## config.mk

```make
export PLATFORM = sky130hd
export DESIGN_NAME = pcie_control
export DESIGN_NICKNAME = d
export VERILOG_FILES = /design/src/logic/ctrl_reg_pkg.sv /design/src/logic/tlp_pkg.sv /design/src/logic/cfg_req_if.sv /design/src/logic/ctrl_fifo.sv /design/src/logic/cmd_sequencer.sv /design/src/logic/cfg_reporter.sv /design/src/logic/pcie_control.sv
export SDC_FILE = /design/constraint.sdc
export NUM_CORES = 1
export LEC_CHECK = 0
export BUFFER_PORTS_ARGS = -buffer_cell sky130_fd_sc_hd__buf_2
export CORE_MARGIN = 2
export CORE_UTILIZATION = 51
export DETAILED_ROUTE_END_ITERATION = 12
export PLACE_DENSITY = 0.77
export REMOVE_ABC_BUFFERS = 1
export SYNTH_ARGS = -nofsm -noshare
export SYNTH_HDL_FRONTEND = slang
export SYNTH_SLANG_ARGS = --single-unit
```

## constraint.sdc

```tcl
create_clock -name clk -period 4.5 [get_ports clk]
set_input_delay 0.9 -clock clk [delete_from_list [all_inputs] [get_ports clk]]
set_output_delay 0.9 -clock clk [all_outputs]
set_load 0.05 [all_outputs]
```

## src/logic/ctrl_reg_pkg.sv

```systemverilog
/* Status packet word order, DEV_STATUS bit positions,
   register word, count and size types */
package ctrl_reg_pkg;

  typedef logic [31:0] reg_word_t;
  typedef logic [31:0] data_count_t;
  typedef logic [23:0] fifo_size_t;

  // Words in one status packet
  localparam int REG_COUNT = 12;

  typedef enum logic [3:0] {
    STATUS_BUF_ADDR = 4'd0,
    BUFFER_READY    = 4'd1,
    WRITE_A         = 4'd2,
    WRITE_B         = 4'd3,
    READ_A          = 4'd4,
    READ_B          = 4'd5,
    BUFFER_SIZE     = 4'd6,
    PING_VALUE      = 4'd7,
    DEV_ADDR        = 4'd8,
    DEV_STATUS      = 4'd9,
    BUF_DONE        = 4'd10,
    INTERRUPT       = 4'd11
  } reg_idx_e;

  // DEV_STATUS bits, 16 and up read as zero
  localparam int STS_CMD_ERR        = 0;
  localparam int STS_RESET          = 1;
  localparam int STS_DONE           = 2;
  localparam int STS_READY          = 3;
  localparam int STS_WRITE          = 4;
  localparam int STS_READ           = 5;
  localparam int STS_FIFO           = 6;
  localparam int STS_PING           = 7;
  localparam int STS_READ_CFG       = 8;
  localparam int STS_UNKNOWN_CMD    = 9;
  localparam int STS_FIFO_STALL     = 10;
  localparam int STS_HOST_BUF_STALL = 11;
  localparam int STS_PERIPH         = 12;
  localparam int STS_MEM            = 13;
  localparam int STS_DMA            = 14;
  localparam int STS_INTERRUPT      = 15;

  localparam logic [7:0] MSI_CONFIG = 8'h00;

endpackage

```

## src/logic/tlp_pkg.sv

```systemverilog
/* TLP field types, memory write command, flag value and config tag */
package tlp_pkg;

  typedef logic [7:0]  tlp_cmd_t;
  typedef logic [13:0] tlp_flags_t;
  typedef logic [31:0] tlp_addr_t;
  // Bus, device and function number
  typedef logic [15:0] req_id_t;
  typedef logic [7:0]  tlp_tag_t;

  // Memory write with 32-bit address
  localparam tlp_cmd_t   MWR_32B     = 8'h40;
  localparam tlp_flags_t FLAG_NORMAL = 14'h0000;
  // Status packets always go out with tag zero
  localparam tlp_tag_t   CFG_TAG     = 8'h00;

endpackage

```

## src/logic/cfg_req_if.sv

```systemverilog
/* Status packet request link between command sequencer and config reporter */
`timescale 1ns/10ps

interface cfg_req_if;

  logic                    cfg_stb;
  // Sequencer owned DEV_STATUS bits only
  ctrl_reg_pkg::reg_word_t status;
  logic [1:0]              buf_rdy;
  logic [1:0]              buf_done;
  logic                    ctl_busy;
  logic                    cfg_idle;

  modport seq (
    output cfg_stb, status, buf_rdy, buf_done, ctl_busy,
    input  cfg_idle
  );

  modport rpt (
    input  cfg_stb, status, buf_rdy, buf_done, ctl_busy,
    output cfg_idle
  );

endinterface

```

## src/logic/ctrl_fifo.sv

```systemverilog
/* 16 x 32-bit single-clock FIFO, valid/ready on both sides */
`timescale 1ns/10ps

module ctrl_fifo (
  input  logic                    clk,
  input  logic                    i_cmd_rst_stb,
  input  logic                    i_wr_valid,
  output logic                    o_wr_ready,
  input  ctrl_reg_pkg::reg_word_t i_wr_data,
  output logic                    o_rd_valid,
  input  logic                    i_rd_ready,
  output ctrl_reg_pkg::reg_word_t o_rd_data,
  output logic                    o_empty
);

  ctrl_reg_pkg::reg_word_t mem [16];
  logic [3:0]              r_wr_ptr;
  logic [3:0]              r_rd_ptr;
  logic [4:0]              r_count;
  logic                    w_push;
  logic                    w_pop;

  // Count bit 4 set means all 16 entries hold data
  assign o_wr_ready = ~r_count[4];
  assign o_rd_valid = (r_count != 5'd0);
  assign o_empty    = (r_count == 5'd0);
  assign o_rd_data  = mem[r_rd_ptr];
  assign w_push     = i_wr_valid & o_wr_ready;
  assign w_pop      = o_rd_valid & i_rd_ready;

  always_ff @(posedge clk) begin
    if (w_push) begin
      mem[r_wr_ptr] <= i_wr_data;
    end
  end

  always_ff @(posedge clk) begin
    if (i_cmd_rst_stb) begin
      r_wr_ptr <= '0;
      r_rd_ptr <= '0;
      r_count  <= '0;
    end else begin
      if (w_push) begin
        r_wr_ptr <= r_wr_ptr + 4'd1;
      end
      if (w_pop) begin
        r_rd_ptr <= r_rd_ptr + 4'd1;
      end
      case ({w_push, w_pop})
        2'b10:   r_count <= r_count + 5'd1;
        2'b01:   r_count <= r_count - 5'd1;
        default: r_count <= r_count;
      endcase
    end
  end

endmodule

```

## src/logic/cmd_sequencer.sv

```systemverilog
/* Command FSM with egress block loop, host buffer selection and status bits */
`timescale 1ns/10ps

module cmd_sequencer (
  input  logic                      clk,
  input  logic                      i_cmd_rst_stb,
  input  logic                      i_cmd_rd_stb,
  input  logic                      i_cmd_flg_fifo,
  input  logic                      i_cmd_flg_sel_periph,
  input  logic                      i_cmd_flg_sel_memory,
  input  logic                      i_cmd_flg_sel_dma,
  input  ctrl_reg_pkg::data_count_t i_cmd_data_count,
  input  ctrl_reg_pkg::reg_word_t   i_cmd_data_address,
  input  logic [1:0]                i_update_buf,
  input  logic                      i_update_buf_stb,
  input  logic                      i_e_fifo_rdy,
  input  ctrl_reg_pkg::fifo_size_t  i_e_fifo_size,
  input  tlp_pkg::tlp_addr_t        i_read_a_addr,
  input  tlp_pkg::tlp_addr_t        i_read_b_addr,
  input  logic                      i_egress_finished,
  output logic                      o_per_sel,
  output logic                      o_mem_sel,
  output logic                      o_dma_sel,
  output ctrl_reg_pkg::data_count_t o_data_size,
  output ctrl_reg_pkg::reg_word_t   o_data_address,
  output logic                      o_data_fifo_flg,
  output logic                      o_data_read_flg,
  output logic                      o_data_en,
  output tlp_pkg::tlp_addr_t        o_data_addr,
  output tlp_pkg::tlp_tag_t         o_data_tag,
  cfg_req_if.seq                    cfg
);

  typedef enum logic [2:0] {
    IDLE,
    EGRESS_FLOW,
    WAIT_E_FIFO,
    WAIT_HOST_BUF,
    SEND_DATA,
    SEND_CFG,
    WAIT_CFG_ACK,
    WAIT_CFG_DONE
  } seq_state_e;

  seq_state_e                state;
  ctrl_reg_pkg::data_count_t r_data_count;
  logic [1:0]                r_buf_rdy;
  logic [1:0]                r_buf_sel;
  logic [1:0]                r_buf_done;
  logic                      r_next_b;
  logic                      r_last_cfg;
  logic                      r_sts_cmd_err;
  logic                      r_sts_reset;
  logic                      r_sts_done;
  logic                      w_bus_sel;

  assign w_bus_sel    = i_cmd_flg_sel_periph | i_cmd_flg_sel_memory | i_cmd_flg_sel_dma;
  assign cfg.buf_rdy  = r_buf_rdy;
  assign cfg.buf_done = r_buf_done;
  assign cfg.ctl_busy = (state == SEND_DATA);

  always_comb begin
    cfg.status = '0;
    cfg.status[ctrl_reg_pkg::STS_CMD_ERR]        = r_sts_cmd_err;
    cfg.status[ctrl_reg_pkg::STS_RESET]          = r_sts_reset;
    cfg.status[ctrl_reg_pkg::STS_DONE]           = r_sts_done;
    cfg.status[ctrl_reg_pkg::STS_READY]          = (state == IDLE);
    // No ingress path in this block
    cfg.status[ctrl_reg_pkg::STS_WRITE]          = 1'b0;
    cfg.status[ctrl_reg_pkg::STS_READ]           = o_data_read_flg;
    cfg.status[ctrl_reg_pkg::STS_FIFO]           = o_data_fifo_flg;
    cfg.status[ctrl_reg_pkg::STS_FIFO_STALL]     = (state == WAIT_E_FIFO);
    cfg.status[ctrl_reg_pkg::STS_HOST_BUF_STALL] = (state == WAIT_HOST_BUF);
    cfg.status[ctrl_reg_pkg::STS_PERIPH]         = o_per_sel;
    cfg.status[ctrl_reg_pkg::STS_MEM]            = o_mem_sel;
    cfg.status[ctrl_reg_pkg::STS_DMA]            = o_dma_sel;
  end

  always_ff @(posedge clk) begin
    if (i_cmd_rst_stb) begin
      // Report the reset to the host right away
      state           <= WAIT_CFG_ACK;
      cfg.cfg_stb     <= 1'b1;
      r_sts_reset     <= 1'b1;
      r_last_cfg      <= 1'b1;
      r_sts_cmd_err   <= 1'b0;
      r_sts_done      <= 1'b0;
      r_buf_rdy       <= '0;
      r_buf_sel       <= '0;
      r_buf_done      <= '0;
      r_next_b        <= 1'b0;
      r_data_count    <= '0;
      o_per_sel       <= 1'b0;
      o_mem_sel       <= 1'b0;
      o_dma_sel       <= 1'b0;
      o_data_fifo_flg <= 1'b0;
      o_data_read_flg <= 1'b0;
      o_data_en       <= 1'b0;
      o_data_tag      <= '0;
    end else begin
      cfg.cfg_stb <= 1'b0;
      if (i_update_buf_stb) begin
        r_buf_rdy <= i_update_buf;
      end
      case (state)
        IDLE: begin
          r_sts_cmd_err   <= 1'b0;
          r_sts_reset     <= 1'b0;
          r_sts_done      <= 1'b0;
          r_data_count    <= '0;
          r_next_b        <= 1'b0;
          o_data_tag      <= '0;
          o_data_size     <= i_cmd_data_count;
          o_data_address  <= i_cmd_data_address;
          o_data_fifo_flg <= i_cmd_flg_fifo;
          o_per_sel       <= i_cmd_flg_sel_periph;
          o_mem_sel       <= i_cmd_flg_sel_memory;
          o_dma_sel       <= i_cmd_flg_sel_dma;
          o_data_read_flg <= 1'b0;
          if (i_cmd_rd_stb) begin
            if (w_bus_sel) begin
              o_data_read_flg <= 1'b1;
              state           <= EGRESS_FLOW;
            end else begin
              // Read with no bus selected
              r_sts_cmd_err <= 1'b1;
              r_last_cfg    <= 1'b1;
              state         <= SEND_CFG;
            end
          end
        end
        EGRESS_FLOW: begin
          if (r_data_count < o_data_size) begin
            state <= WAIT_E_FIFO;
          end else begin
            r_sts_done <= 1'b1;
            r_last_cfg <= 1'b1;
            state      <= SEND_CFG;
          end
        end
        WAIT_E_FIFO: begin
          if (i_e_fifo_rdy) begin
            state <= WAIT_HOST_BUF;
          end
        end
        WAIT_HOST_BUF: begin
          // Egress port is shared, so hold off while a packet is pending
          if (cfg.cfg_idle && (r_buf_rdy != 2'b00)) begin
            o_data_en <= 1'b1;
            state     <= SEND_DATA;
            if (r_buf_rdy[0] && (!r_buf_rdy[1] || !r_next_b)) begin
              r_buf_sel   <= 2'b01;
              o_data_addr <= i_read_a_addr;
              r_next_b    <= 1'b1;
            end else begin
              r_buf_sel   <= 2'b10;
              o_data_addr <= i_read_b_addr;
              r_next_b    <= 1'b0;
            end
          end
        end
        SEND_DATA: begin
          if (i_egress_finished) begin
            o_data_en    <= 1'b0;
            r_data_count <= r_data_count + ctrl_reg_pkg::data_count_t'(i_e_fifo_size);
            r_buf_done   <= r_buf_sel;
            r_buf_sel    <= '0;
            o_data_tag   <= o_data_tag + 8'd1;
            r_last_cfg   <= 1'b0;
            state        <= SEND_CFG;
          end
        end
        SEND_CFG: begin
          if (cfg.cfg_idle) begin
            cfg.cfg_stb <= 1'b1;
            state       <= WAIT_CFG_ACK;
          end
        end
        WAIT_CFG_ACK: begin
          // Block packets let the loop go on, final ones wait for the interrupt
          if (!cfg.cfg_idle) begin
            state <= r_last_cfg ? WAIT_CFG_DONE : EGRESS_FLOW;
          end
        end
        WAIT_CFG_DONE: begin
          if (cfg.cfg_idle) begin
            state <= IDLE;
          end
        end
        default: state <= IDLE;
      endcase
    end
  end

endmodule

```

## src/logic/cfg_reporter.sv

```systemverilog
/* Status packet loader, config TLP request and MSI interrupt strobe */
`timescale 1ns/10ps

module cfg_reporter (
  input  logic                    clk,
  input  logic                    i_cmd_rst_stb,
  input  logic                    i_cmd_ping_stb,
  input  logic                    i_cmd_rd_cfg_stb,
  input  logic                    i_cmd_unknown,
  input  logic                    i_interrupt_stb,
  input  ctrl_reg_pkg::reg_word_t i_interrupt_sts,
  input  ctrl_reg_pkg::reg_word_t i_status_addr,
  input  ctrl_reg_pkg::reg_word_t i_write_a_addr,
  input  ctrl_reg_pkg::reg_word_t i_write_b_addr,
  input  ctrl_reg_pkg::reg_word_t i_read_a_addr,
  input  ctrl_reg_pkg::reg_word_t i_read_b_addr,
  input  ctrl_reg_pkg::reg_word_t i_buffer_size,
  input  ctrl_reg_pkg::reg_word_t i_ping_value,
  input  ctrl_reg_pkg::reg_word_t i_dev_addr,
  input  logic                    i_fifo_empty,
  input  logic                    i_wr_ready,
  input  logic                    i_egress_finished,
  output logic                    o_wr_valid,
  output ctrl_reg_pkg::reg_word_t o_wr_data,
  output logic                    o_cfg_en,
  output logic                    o_ctr_sel,
  output logic                    o_interrupt_stb,
  output logic [7:0]              o_interrupt_msi_value,
  cfg_req_if.rpt                  cfg
);

  typedef enum logic [1:0] {
    IDLE,
    PREPARE,
    LOAD,
    SEND
  } rpt_state_e;

  rpt_state_e              state;
  ctrl_reg_pkg::reg_idx_e  r_idx;
  ctrl_reg_pkg::reg_word_t r_seq_status;
  ctrl_reg_pkg::reg_word_t w_dev_status;
  ctrl_reg_pkg::reg_word_t w_map [ctrl_reg_pkg::REG_COUNT];
  logic                    r_sts_ping;
  logic                    r_sts_read_cfg;
  logic                    r_sts_unknown;
  logic                    r_sts_interrupt;
  logic                    w_start;

  assign cfg.cfg_idle          = (state == IDLE);
  assign o_wr_valid            = (state == LOAD);
  assign o_wr_data             = w_map[r_idx];
  assign o_interrupt_msi_value = ctrl_reg_pkg::MSI_CONFIG;
  assign w_start = i_cmd_ping_stb | i_cmd_rd_cfg_stb | cfg.cfg_stb | i_interrupt_stb;

  always_comb begin
    w_dev_status = r_seq_status;
    w_dev_status[ctrl_reg_pkg::STS_PING]        = r_sts_ping;
    w_dev_status[ctrl_reg_pkg::STS_READ_CFG]    = r_sts_read_cfg;
    w_dev_status[ctrl_reg_pkg::STS_UNKNOWN_CMD] = r_sts_unknown;
    w_dev_status[ctrl_reg_pkg::STS_INTERRUPT]   = r_sts_interrupt;
  end

  always_comb begin
    w_map[ctrl_reg_pkg::STATUS_BUF_ADDR] = i_status_addr;
    w_map[ctrl_reg_pkg::BUFFER_READY]    = {30'h0, cfg.buf_rdy};
    w_map[ctrl_reg_pkg::WRITE_A]         = i_write_a_addr;
    w_map[ctrl_reg_pkg::WRITE_B]         = i_write_b_addr;
    w_map[ctrl_reg_pkg::READ_A]          = i_read_a_addr;
    w_map[ctrl_reg_pkg::READ_B]          = i_read_b_addr;
    w_map[ctrl_reg_pkg::BUFFER_SIZE]     = i_buffer_size;
    w_map[ctrl_reg_pkg::PING_VALUE]      = i_ping_value;
    w_map[ctrl_reg_pkg::DEV_ADDR]        = i_dev_addr;
    w_map[ctrl_reg_pkg::DEV_STATUS]      = w_dev_status;
    w_map[ctrl_reg_pkg::BUF_DONE]        = {30'h0, cfg.buf_done};
    w_map[ctrl_reg_pkg::INTERRUPT]       = i_interrupt_sts;
  end

  always_ff @(posedge clk) begin
    if (i_cmd_rst_stb) begin
      state           <= IDLE;
      r_idx           <= ctrl_reg_pkg::STATUS_BUF_ADDR;
      o_cfg_en        <= 1'b0;
      o_ctr_sel       <= 1'b0;
      o_interrupt_stb <= 1'b0;
      r_sts_ping      <= 1'b0;
      r_sts_read_cfg  <= 1'b0;
      r_sts_unknown   <= 1'b0;
      r_sts_interrupt <= 1'b0;
    end else begin
      o_interrupt_stb <= 1'b0;
      case (state)
        IDLE: begin
          // Priority is ping, read-config, sequencer, interrupt
          r_sts_ping      <= i_cmd_ping_stb;
          r_sts_read_cfg  <= i_cmd_rd_cfg_stb & ~i_cmd_ping_stb;
          r_sts_interrupt <= i_interrupt_stb &
                             ~(i_cmd_ping_stb | i_cmd_rd_cfg_stb | cfg.cfg_stb);
          r_sts_unknown   <= i_cmd_unknown;
          if (w_start) begin
            state <= PREPARE;
          end
        end
        PREPARE: begin
          // Keep a packet contiguous and off the port during a data block
          if (i_fifo_empty && !cfg.ctl_busy) begin
            o_ctr_sel    <= 1'b1;
            r_idx        <= ctrl_reg_pkg::STATUS_BUF_ADDR;
            r_seq_status <= cfg.status;
            state        <= LOAD;
          end
        end
        LOAD: begin
          if (i_wr_ready) begin
            if (r_idx == ctrl_reg_pkg::INTERRUPT) begin
              o_cfg_en <= 1'b1;
              state    <= SEND;
            end else begin
              r_idx <= ctrl_reg_pkg::reg_idx_e'(r_idx + 4'd1);
            end
          end
        end
        SEND: begin
          if (i_egress_finished) begin
            o_cfg_en        <= 1'b0;
            o_ctr_sel       <= 1'b0;
            o_interrupt_stb <= 1'b1;
            state           <= IDLE;
          end
        end
        default: state <= IDLE;
      endcase
    end
  end

endmodule

```

## src/logic/pcie_control.sv

```systemverilog
/* PCIe control top level with sequencer, reporter, packet FIFO
   and egress TLP field selection */
`timescale 1ns/10ps

module pcie_control (
  input  logic                      clk,
  input  logic                      i_cmd_rst_stb,
  input  logic [7:0]                i_pcie_bus_num,
  input  logic [4:0]                i_pcie_dev_num,
  input  logic [2:0]                i_pcie_fun_num,
  input  logic                      i_cmd_rd_stb,
  input  logic                      i_cmd_flg_fifo,
  input  logic                      i_cmd_flg_sel_periph,
  input  logic                      i_cmd_flg_sel_memory,
  input  logic                      i_cmd_flg_sel_dma,
  input  logic                      i_cmd_ping_stb,
  input  logic                      i_cmd_rd_cfg_stb,
  input  logic                      i_cmd_unknown,
  input  ctrl_reg_pkg::data_count_t i_cmd_data_count,
  input  ctrl_reg_pkg::reg_word_t   i_cmd_data_address,
  input  tlp_pkg::tlp_addr_t        i_status_addr,
  input  tlp_pkg::tlp_addr_t        i_write_a_addr,
  input  tlp_pkg::tlp_addr_t        i_write_b_addr,
  input  tlp_pkg::tlp_addr_t        i_read_a_addr,
  input  tlp_pkg::tlp_addr_t        i_read_b_addr,
  input  ctrl_reg_pkg::reg_word_t   i_buffer_size,
  input  ctrl_reg_pkg::reg_word_t   i_ping_value,
  input  ctrl_reg_pkg::reg_word_t   i_dev_addr,
  input  logic [1:0]                i_update_buf,
  input  logic                      i_update_buf_stb,
  input  ctrl_reg_pkg::reg_word_t   i_interrupt_sts,
  input  logic                      i_interrupt_stb,
  input  logic                      i_e_fifo_rdy,
  input  ctrl_reg_pkg::fifo_size_t  i_e_fifo_size,
  output logic                      o_per_sel,
  output logic                      o_mem_sel,
  output logic                      o_dma_sel,
  output ctrl_reg_pkg::data_count_t o_data_size,
  output ctrl_reg_pkg::reg_word_t   o_data_address,
  output logic                      o_data_fifo_flg,
  output logic                      o_data_read_flg,
  output logic                      o_egress_enable,
  input  logic                      i_egress_finished,
  output tlp_pkg::tlp_cmd_t         o_egress_tlp_command,
  output tlp_pkg::tlp_flags_t       o_egress_tlp_flags,
  output tlp_pkg::tlp_addr_t        o_egress_tlp_address,
  output tlp_pkg::req_id_t          o_egress_tlp_requester_id,
  output tlp_pkg::tlp_tag_t         o_egress_tag,
  output logic                      o_ctr_sel,
  output logic                      o_interrupt_stb,
  output logic [7:0]                o_interrupt_msi_value,
  output logic                      o_egress_fifo_valid,
  input  logic                      i_egress_fifo_ready,
  output ctrl_reg_pkg::reg_word_t   o_egress_fifo_data,
  output logic                      o_sys_rst
);

  logic                    w_cfg_en;
  logic                    w_data_en;
  tlp_pkg::tlp_addr_t      w_data_addr;
  tlp_pkg::tlp_tag_t       w_data_tag;
  logic                    w_wr_valid;
  logic                    w_wr_ready;
  ctrl_reg_pkg::reg_word_t w_wr_data;
  logic                    w_fifo_empty;

  cfg_req_if u_cfg_req ();

  assign o_sys_rst       = i_cmd_rst_stb;
  // Reporter and sequencer never hold the port together
  assign o_egress_enable = w_cfg_en | w_data_en;

  // Both owners send memory writes
  assign o_egress_tlp_command      = tlp_pkg::MWR_32B;
  assign o_egress_tlp_flags        = tlp_pkg::FLAG_NORMAL;
  assign o_egress_tlp_address      = w_cfg_en ? i_status_addr : w_data_addr;
  assign o_egress_tag              = w_cfg_en ? tlp_pkg::CFG_TAG : w_data_tag;
  assign o_egress_tlp_requester_id = {i_pcie_bus_num, i_pcie_dev_num, i_pcie_fun_num};

  cmd_sequencer u_cmd_sequencer (
    .*,
    .o_data_en   (w_data_en),
    .o_data_addr (w_data_addr),
    .o_data_tag  (w_data_tag),
    .cfg         (u_cfg_req.seq)
  );

  cfg_reporter u_cfg_reporter (
    .*,
    .i_fifo_empty (w_fifo_empty),
    .i_wr_ready   (w_wr_ready),
    .o_wr_valid   (w_wr_valid),
    .o_wr_data    (w_wr_data),
    .o_cfg_en     (w_cfg_en),
    .cfg          (u_cfg_req.rpt)
  );

  ctrl_fifo u_ctrl_fifo (
    .clk           (clk),
    .i_cmd_rst_stb (i_cmd_rst_stb),
    .i_wr_valid    (w_wr_valid),
    .o_wr_ready    (w_wr_ready),
    .i_wr_data     (w_wr_data),
    .o_rd_valid    (o_egress_fifo_valid),
    .i_rd_ready    (i_egress_fifo_ready),
    .o_rd_data     (o_egress_fifo_data),
    .o_empty       (w_fifo_empty)
  );

endmodule

```

== Yosys cells after proc, flatten, opt, wreduce, memory -nomap -nowiden ==
Memories as Yosys holds them, arrays and structs flattened. A register that Yosys moved wholly into a read port is not among the register bits.
Cells that the tools add are included.
Storage, ports and cells
  flip-flop bits (word level): 194
  bits in latches: 0
  RAM bits: 512
  bits in read-only memories: 0
  input port bits: 409
  output and inout port bits: 192
  word-level logic and storage cells: 186
  memories: 1
Operators by class
  add/sub/neg operators: 7
  $mul: 0
  div/mod/pow operators: 0
  magnitude comparators: 2
  eq/ne operators: 28
  shifts and indexed selects: 0
  mux-type cells: 62
  bitwise logic cells: 16
  reductions and logical operators: 36
Memory list
  u_ctrl_fifo.mem: words 16, width 32, read ports 1, clocked after memory_dff 1, wr ports 1, line ctrl_fifo.sv:16  | ctrl_reg_pkg::reg_word_t mem [16];
Operators by type and width (number)
  $mux W32: 5
  $bmux W32 S4: 1
  $pmux W32 S2: 1
  $add A32 B24 Y32: 1
  $lt A32 B32 Y1: 1
  $mux W3: 10
  $pmux W3 S8: 1
  $ne A2 B2 Y1 const B: 11
  $mux W4: 5
  $mux W1: 19
  $reduce_bool A2 Y1: 9
  $mux W8: 2
  $pmux W8 S2: 1
  $mux W2: 7
  $add A4 B1 Y4 const B: 3
  $eq A3 B3 Y1 const B: 4
  $reduce_and A3 Y1: 4
  $pmux W1 S2: 5
  $pmux W5 S2: 1
  $reduce_and A2 Y1: 5
  $reduce_and A5 Y1: 2
  $add A8 B1 Y8 const B: 1
  $ne A2 B1 Y1 const B: 4
  $pmux W2 S4: 1
  26 further kinds: 47

== Longest topological paths before layout ==
Gate-level depths: netlist of the first run.
  depth after elaboration: 6
  mapped depth: 13
  gate-level depth less buffers: 12

== Cells and area by module ==
From an unflattened synthesis of the first run, not the netlist that was laid out.
Second synthesis, totals
  cells, all modules: 2113
  area, all modules: 33483.4 um^2
By module, submodules not included
  ctrl_fifo: times used 1, cells an instance 825, area an instance 20215.6 um^2, sequential area each 15715.1 um^2
  cmd_sequencer: times used 1, cells an instance 746, area an instance 8050.2 um^2, sequential area each 4103.9 um^2
  cfg_reporter: times used 1, cells an instance 456, area an instance 4473.0 um^2, sequential area each 1101.1 um^2
  pcie_control: times used 1, cells an instance 86, area an instance 744.5 um^2, sequential area each 0.0 um^2

== Worst setup path before layout of the first run ==
Ideal clock, no wire load.
  kind: input to register
  from: input port i_cmd_rst_stb
  to: register u_cmd_sequencer.o_data_address[0] (enable)
  library setup time: 0.487 ns
  data arrival time: 4.197 ns
  data required time: 4.013 ns
  path slack: -0.184 ns
  cell stages on the path: 4
  buffers on the path: 3
  cell sequence: clkbuf_1 clkbuf_1 buf_1 nor2_1
Between the ends
  word-level cells in the longest chain between the ends: 2
Ends and longest elaborated chain
  from (decl): line pcie_control.sv:7  | input logic i_cmd_rst_stb,
  $not A1 Y1 (no line)
  $reduce_and A2 Y1 (no line)
  to (signal assigned): line cmd_sequencer.sv:114  | o_data_address <= i_cmd_data_address;
  to (decl): line cmd_sequencer.sv:25  | output ctrl_reg_pkg::reg_word_t o_data_address,
Every way passes these cells.
A chain may end at the register's enable or synchronous reset.

==> results of run 1 <==
## synthesized netlist by cell type (all sizes together) (4+ instances only)
cell	count
or3	10
nor2	82
ha	70
nand2b	9
edfxtp	619
inv	84
o22ai	34
o41ai	4
nand3	26
nor2b	19
a21oi	67
buf	84
mux2i	43
and4	4
a22oi	35
xor2	16
nand2	133
mux2	78
a211oi	11
a21o	26
nor4	8
o21ai	93
and2	4
and3	7
o211ai	4
dfxtp	91
mux4	196
nor3	22
clkbuf	78
a31oi	9
or2	4
nand4	15
xnor2	16
o21a	4
## worst max-delay path by stage
stage,from,end,slack (ns),cells after the start
6_report,flop,o_egress_fifo_data[8],0.52,4
5_1_grt,flop,o_egress_fifo_data[8],0.37,4
4_1_cts,flop,o_egress_fifo_data[8],0.43,4
3_5_place_dp,i_e_fifo_size[0],u_cmd_sequencer.r_data_count[22]$_SDFFE_PP0P_,0.79,10
3_3_place_gp,i_e_fifo_size[0],u_cmd_sequencer.r_data_count[22]$_SDFFE_PP0P_,0.76,10
2_1_floorplan,flop,o_egress_fifo_data[0],-2.99,2
## worst max-delay path: cells and delay by family, from the launching register on
| family | cells | cell delay (ns) |
|---|---|---|
| mux | 2 | 1.15 |
| buf+inv | 2 | 0.66 |
| flops | 1 | 0.62 |
## layout by cell type, fill, tap and decap left out, types with 5 or more instances in the layout
cell	count
edfxtp_1	619
buf_2	538
mux4_2	196
nand2_1	132
o21ai_0	85
inv_1	83
dfxtp_1	82
mux2_2	77
clkbuf_16	74
ha_1	70
nor2_1	67
a21oi_1	67
buf_4	56
mux2i_1	43
a22oi_1	35
o22ai_1	34
conb_1	30
nand3_1	25
a21o_1	25
nor2b_1	19
nor3_1	17
xnor2_1	16
xor2_1	16
clkbuf_1	16
nor2_4	15
nand4_1	15
clkinv_1	11
or3_1	10
a211oi_1	10
bufinv_16	10
nand2b_1	8
o21ai_1	8
nor4_1	8
a31oi_1	8
clkinvlp_4	7
and3_1	6
clkinv_2	6
buf_12	6
nor3_2	5
dfxtp_4	5
## state kept, by name, summed over array words and instances (netlist names), 3 cells and up, named ones only
signal                          count
u_ctrl_fifo.r_count                 5
u_ctrl_fifo.mem                   512
u_cmd_sequencer.state               3
u_cmd_sequencer.o_data_address     32
u_ctrl_fifo.r_rd_ptr                4
u_cfg_reporter.r_seq_status        11
u_cmd_sequencer.o_data_size        32
u_cfg_reporter.r_idx                4
u_cmd_sequencer.r_data_count       32
u_ctrl_fifo.r_wr_ptr                4
u_cmd_sequencer.o_data_addr        32
u_cmd_sequencer.o_data_tag          8
## per-stage QoR
| step | power, mW | utilization [%] | setup TNS, ns |
|---|---|---|---|
| 2_1_floorplan | 11.28 | - | -170.84 |
| 3_3_place_gp | 12.29 | 57.21 | 0 |
| 3_5_place_dp | 12.42 | 57.21 | 0 |
| 4_1_cts | 18.69 | 61.14 | 0 |
| 5_1_grt | 19.24 | 61.15 | 0 |
| 6_report | 18.58 | 61.15 | 0 |
## final cells by class
| type | instances | area [sq um] | area share (%) |
|---|---|---|---|
| multi-input combinational | 1123 | 10850 | 28.28 |
| clock buffer | 93 | 1953 | 5.091 |
| timing repair buffer | 600 | 3233 | 8.427 |
| tap | 846 | 1059 | 2.759 |
| inverter | 84 | 315.3 | 0.8218 |
| antenna | 4 | 10.01 | 0.02609 |
| sequential | 710 | 20430 | 53.26 |
| clock inverter | 40 | 513.0 | 1.337 |
## metal layers
layer,vias to the layer above,routed length [microns]
li1,9089,-
met3,230,9731
met4,16,3839
met2,1300,47230
met1,10490,33320
met5,-,143
## logic make-up after synthesis
kind of cell,Yosys count,synth area share [%]
buf+inv,246,3.505
mux,317,17.81
simple gates,351,5.101
compound gates,321,6.320
other cells,2,0.02337
flops,710,63.52
xor+xnor,32,0.8722
fa+ha+maj,72,2.850
## power by group
group | leakage (nW) | switching, mW | internal (mW)
clock | 1.17 | 2.58 | 3.68
sequential | 6.32 | 0.328 | 7.55
combinational | 6.39 | 2.71 | 1.74
total | 13.9 | 5.62 | 13.0
==> results.sh, run 1 <==
export IMPL_synth_top_area_cell="edfxtp_1"
export IMPL_fin_crit_ns=3.981
export IMPL_synth_cell_types=77
export IMPL_drtPass1Iterations=5
export IMPL_grtUsageMet2_pct=48.74
export IMPL_async_reset_ff_share_pct=0
export IMPL_clock_latency_ns=0.61
export IMPL_syn_cell_area_sq_um=32130
export IMPL_cts_tree="done"
export IMPL_grt_busiest_layer="met2"
export IMPL_cpMaxStageDelayCell="dfxtp_4"
export IMPL_cpPeakStageDelay_ns=0.62
export IMPL_post_route_period_util_pct=88.48
export IMPL_finalWeightedCongestion=0.9307
export IMPL_crit_arrival_ns=3.08
export IMPL_rsz0062_at_grt="no"
export IMPL_io_pins=601
export IMPL_post_cts_buffers=0
export IMPL_synth_ff_type="edfxtp_1"
export IMPL_maxCapViolCount=0
export IMPL_final_setup_worst_slack_ns=0.5185
export IMPL_final_cell_area_sq_um=38370
export IMPL_layout_nets=3074
export IMPL_yosysSeqAreaShare_pct=63.52
export IMPL_relSlewSlack_pct=12.17
export IMPL_power_density_nw_per_um2=484.3
export IMPL_layoutNonFillerInstCount=3500
export IMPL_drive_above_1_share_pct=38.64
export IMPL_synth_area_top_cells="edfxtp_1, mux4_2, dfxtp_1, ha_1, mux2_2"
export IMPL_r2r_end="u_ctrl_fifo.mem[3][3]$_DFFE_PP_"
export IMPL_hp_start="u_cmd_sequencer.r_sts_cmd_err$_SDFFE_PP0P_"
export IMPL_hold_buffers=0
export IMPL_grt_pass1_vias=21620
export IMPL_fp_row_count=92
export IMPL_r2r_start="u_cfg_reporter.r_idx[0]$_SDFFE_PP0P_"
export IMPL_cts_buffers=74
export IMPL_holdWs_ns=0.4327
export IMPL_postRouteAntennaNets=0
export IMPL_syn_inst=2051
export IMPL_grtUsageMet3_pct=8.553
export IMPL_drt_iter0_drc=1959
export IMPL_r2r_slack_ns=0.91
export IMPL_grt_overflow=0
export IMPL_maxSlewViolCount=0
export IMPL_finalSetupViolations=0
export IMPL_die_area_sq_um=65030
export IMPL_dp_worst_setup_slack_ns=0.7903
export IMPL_clk_pin_slew_worst_paths_ns=0.06
export IMPL_wl_microns=94270
export IMPL_synth_edff_count=619
export IMPL_worstHoldPathType="reg2reg"
export IMPL_syn_area_per_cell_sq_um=15.67
export IMPL_hold_path_cell_count=0
export IMPL_crit_fanout=50
export IMPL_dpl_cell_area_sq_um=35890
export IMPL_clockRootBuffer="clkbuf_16"
export IMPL_vias=21120
export IMPL_track_usage_pct=28.81
export IMPL_coreArea_sq_um=62740
export IMPL_worst_slew_pin_slew_ns=1.317
export IMPL_crit_chain="buf_12 -> mux4_2 -> mux4_2 -> buf_2"
export IMPL_start_util_pct=51.22
export IMPL_wl_per_cell_microns=26.93
export IMPL_chipWidth_microns=255.0
export IMPL_min_to="u_cfg_reporter.r_seq_status[0]$_DFFE_PP_"
export IMPL_finClkSkew_ns=0.02663
export IMPL_synth_seq_cells=710
export IMPL_synth_top_area_share_pct=57.85
export IMPL_max_freq_mhz=251.2
export IMPL_grt_antenna_before_repair=11
export IMPL_ys_warn_count=0
export IMPL_cts_num_sinks=710
export IMPL_crit_type="reg2out"
export IMPL_worst_path_most_repeated_cell="mux4_2"
export IMPL_fillers=4547
export IMPL_io_buffers=538
export IMPL_cts_repair_resized=0
export IMPL_grt_max_degree=68
export IMPL_critPathCaptureType="output port"
export IMPL_dieHeight_microns=255.0
export IMPL_critical_path_startpoint_type="flop"
export IMPL_worstRegToRegCells=5
export IMPL_vias_per_cell=6.034
export IMPL_critical_path_required_ns=3.60
export IMPL_placedCellCount=3363
export IMPL_place_hpwl_microns=59970
export IMPL_gr_usage_met1_pct=34.03
export IMPL_outcome="complete, no violations"
export IMPL_clock_path_buffers=3
export IMPL_finalHoldViolCount=0
export IMPL_drc=0
export IMPL_grt_pass1_wl_microns=135300
export IMPL_htreeDepth=3
export IMPL_area_growth_pct=19.40
export IMPL_peakVddDrop_mv=0.3142
export IMPL_p_leak_nw=13.87
No activity file was read; power rests on OpenSTA's default activity.
==> run 2: changes to the inputs <==
--- a/config.mk
+++ b/config.mk
@@ -5,10 +5,12 @@
 export SDC_FILE = /design/constraint.sdc
 export NUM_CORES = 1
 export LEC_CHECK = 0
+export ABC_CLOCK_PERIOD_IN_PS = 4500
 export BUFFER_PORTS_ARGS = -buffer_cell sky130_fd_sc_hd__buf_2
 export CORE_MARGIN = 2
 export CORE_UTILIZATION = 51
 export DETAILED_ROUTE_END_ITERATION = 12
+export GPL_TIMING_DRIVEN = 0
 export PLACE_DENSITY = 0.77
 export REMOVE_ABC_BUFFERS = 1
 export SYNTH_ARGS = -nofsm -noshare
==> results.sh, run 2 (synthesis results as in run 1) <==
export IMPL_io_buffers=538
export IMPL_crit_arrival_ns=4.36
export IMPL_postRouteAntennaNets=0
export IMPL_p_leak_nw=13.91
export IMPL_layout_common_cells="edfxtp_1, buf_2, mux4_2, nand2_1, o21ai_0"
export IMPL_critical_path_required_ns=4.69
export IMPL_fp_row_count=92
export IMPL_outcome="complete, no violations"
export IMPL_finalWeightedCongestion=0.9208
export IMPL_p_switching_mw=5.678
export IMPL_critical_path_startpoint_type="flop"
export IMPL_r2r_start="u_cfg_reporter.r_idx[1]$_SDFFE_PP0P_"
export IMPL_clk_pin_slew_worst_paths_ns=0.06
export IMPL_regMostFlops="u_ctrl_fifo.mem"
export IMPL_clock_path_buffers=3
export IMPL_drt_iter0_drc=2369
export IMPL_wl_per_cell_microns=26.92
export IMPL_area_growth_pct=20.21
export IMPL_rsz0062_at_grt="no"
export IMPL_pwr_share_clk_pct=33.4
export IMPL_io_pins=601
export IMPL_start_util_pct=51.22
export IMPL_crit_type="reg2reg"
export IMPL_vias_per_cell=6.122
export IMPL_grt_antenna_before_repair=5
export IMPL_grt_pass1_wl_microns=133700
export IMPL_clock_latency_ns=0.63
export IMPL_drive_above_1_share_pct=38.46
export IMPL_fin_crit_ns=4.163
export IMPL_hold_path_cell_count=0
export IMPL_fin_util_pct=61.57
export IMPL_dieHeight_microns=255.0
export IMPL_vias=21300
export IMPL_intPower_mw=12.91
export IMPL_final_cell_area_sq_um=38630
export IMPL_maxCapViolCount=0
export IMPL_place_hpwl_microns=61760
export IMPL_largest_reg_flops=512
export IMPL_peakVddDrop_mv=0.4334
export IMPL_coreArea_sq_um=62740
export IMPL_cts_repair_resized=0
export IMPL_cts_num_sinks=710
export IMPL_htreeDepth=3
export IMPL_min_to="u_cfg_reporter.r_seq_status[2]$_DFFE_PP_"
export IMPL_grt_overflow=0
export IMPL_drtPass1Iterations=6
export IMPL_final_common_cell="edfxtp_1"
export IMPL_crit_fanout=51
export IMPL_track_usage_pct=28.50
export IMPL_max_freq_mhz=240.2
export IMPL_worstHoldPathType="reg2reg"
export IMPL_power_density_nw_per_um2=481.1
export IMPL_r2r_end="u_ctrl_fifo.mem[1][5]$_DFFE_PP_"
export IMPL_die_area_sq_um=65030
export IMPL_drc=0
export IMPL_layout_nets=3057
export IMPL_clockRootBuffer="clkbuf_16"
export IMPL_r2r_slack_ns=0.34
export IMPL_holdWs_ns=0.4399
export IMPL_fillers=4523
export IMPL_finalSetupTns_ns=0
export IMPL_hold_buffers=0
export IMPL_grt_pass1_vias=21330
export IMPL_switching_share_pct=30.55
export IMPL_worst_slew_pin_slew_ns=1.400
export IMPL_finalHoldViolCount=0
export IMPL_post_cts_buffers=0
export IMPL_wl_microns=93640
export IMPL_critPathCaptureType="flop"
export IMPL_grt_max_degree=76
export IMPL_seqPwrFrac_pct=42.6
export IMPL_dpl_cell_area_sq_um=36170
export IMPL_maxSlewViolCount=0
export IMPL_finalPower_mw=18.58
export IMPL_chipWidth_microns=255.0
export IMPL_worstRegToRegCells=7
export IMPL_cts_buffers=74
export IMPL_power_frac_comb_pct=24.0
export IMPL_finalSetupViolations=0
export IMPL_hp_start="u_cmd_sequencer.r_sts_done$_SDFFE_PP0P_"
export IMPL_cts_tree="done"
export IMPL_post_route_period_util_pct=92.52
export IMPL_finClkSkew_ns=0.03986
export IMPL_relSlewSlack_pct=6.689
run 2: changes by cell type in the layout (fill, tap and decap cells not counted), moves of 3 or more:
cell / previous run / this run
buf_12: 6 / 17
buf_4: 56 / 2
buf_16: 0 / 10
buf_6: 0 / 16
clkbuf_1: 16 / 9
clkinv_2: 6 / 11
clkinvlp_4: 7 / 3
inv_16: 0 / 3
run 2: critical path, stage by stage (launching register included):
cell and delay [ns]:
dfxtp_4 0.74, buf_16 0.40, and2_2 0.66, buf_12 0.28
nand2_1 0.08, o21ai_0 0.24, o21ai_0 0.18, o22ai_1 1.08
run 2: metrics by stage:
step	setup WS, ns	std cells
finish	0.3365	3479
global route	0.1896	3479
CTS	0.3161	3476
detailed placement	0.5768	3345
global placement	-5.233	3301
floorplan	-2.986	1917
run 2: power by group through the flow:
stage                     combinational, mW  sequential (mW)  clock [mW]
after floorplan                        3.12             8.17           0
after global placement                 4.02             8.31           0
after detailed placement               4.44             8.04           0
after CTS                              4.49             7.91        6.28
after global routing                   4.75             7.95        6.51
final                                  4.47             7.91        6.20
run 2: worst max path at each step:
stage,start,endpoint,slack (ns),cells after the start
after floorplan,flop,o_egress_fifo_data[0],-2.99,2
after global placement,flop,o_egress_fifo_data[1],-5.23,3
after detailed placement,u_cfg_reporter.r_idx[1]$_SDFFE_PP0P_,u_ctrl_fifo.mem[14][5]$_DFFE_PP_,0.58,7
after CTS,flop,o_egress_fifo_data[7],0.32,5
after global routing,u_cfg_reporter.r_idx[1]$_SDFFE_PP0P_,u_ctrl_fifo.mem[2][5]$_DFFE_PP_,0.19,7
final,u_cfg_reporter.r_idx[1]$_SDFFE_PP0P_,u_ctrl_fifo.mem[1][5]$_DFFE_PP_,0.34,7
run 2: routing by layer:
layer | part of all wire [%] | track usage, % | wire [microns] | vias up
met5 | 0.097 | 0.6767 | 91 | -
met4 | 3.6 | 11.43 | 3328 | 6
met3 | 10 | 6.793 | 9466 | 213
met2 | 50 | 48.07 | 46550 | 1380
met1 | 37 | 35.58 | 34210 | 10650
li1 | - | - | - | 9052
run 2: final cells by class:
| cell class | count | area [sq um] | area share [%] |
|---|---|---|---|
| antenna | 2 | 5.005 | 0.01296 |
| clock buffer | 85 | 1924 | 4.982 |
| clock inverter | 46 | 519.2 | 1.344 |
| inverter | 84 | 315.3 | 0.8163 |
| multi-input combinational | 1123 | 10850 | 28.09 |
| sequential | 710 | 20440 | 52.91 |
| tap | 846 | 1059 | 2.740 |
| timing repair buffer | 583 | 3513 | 9.096 |
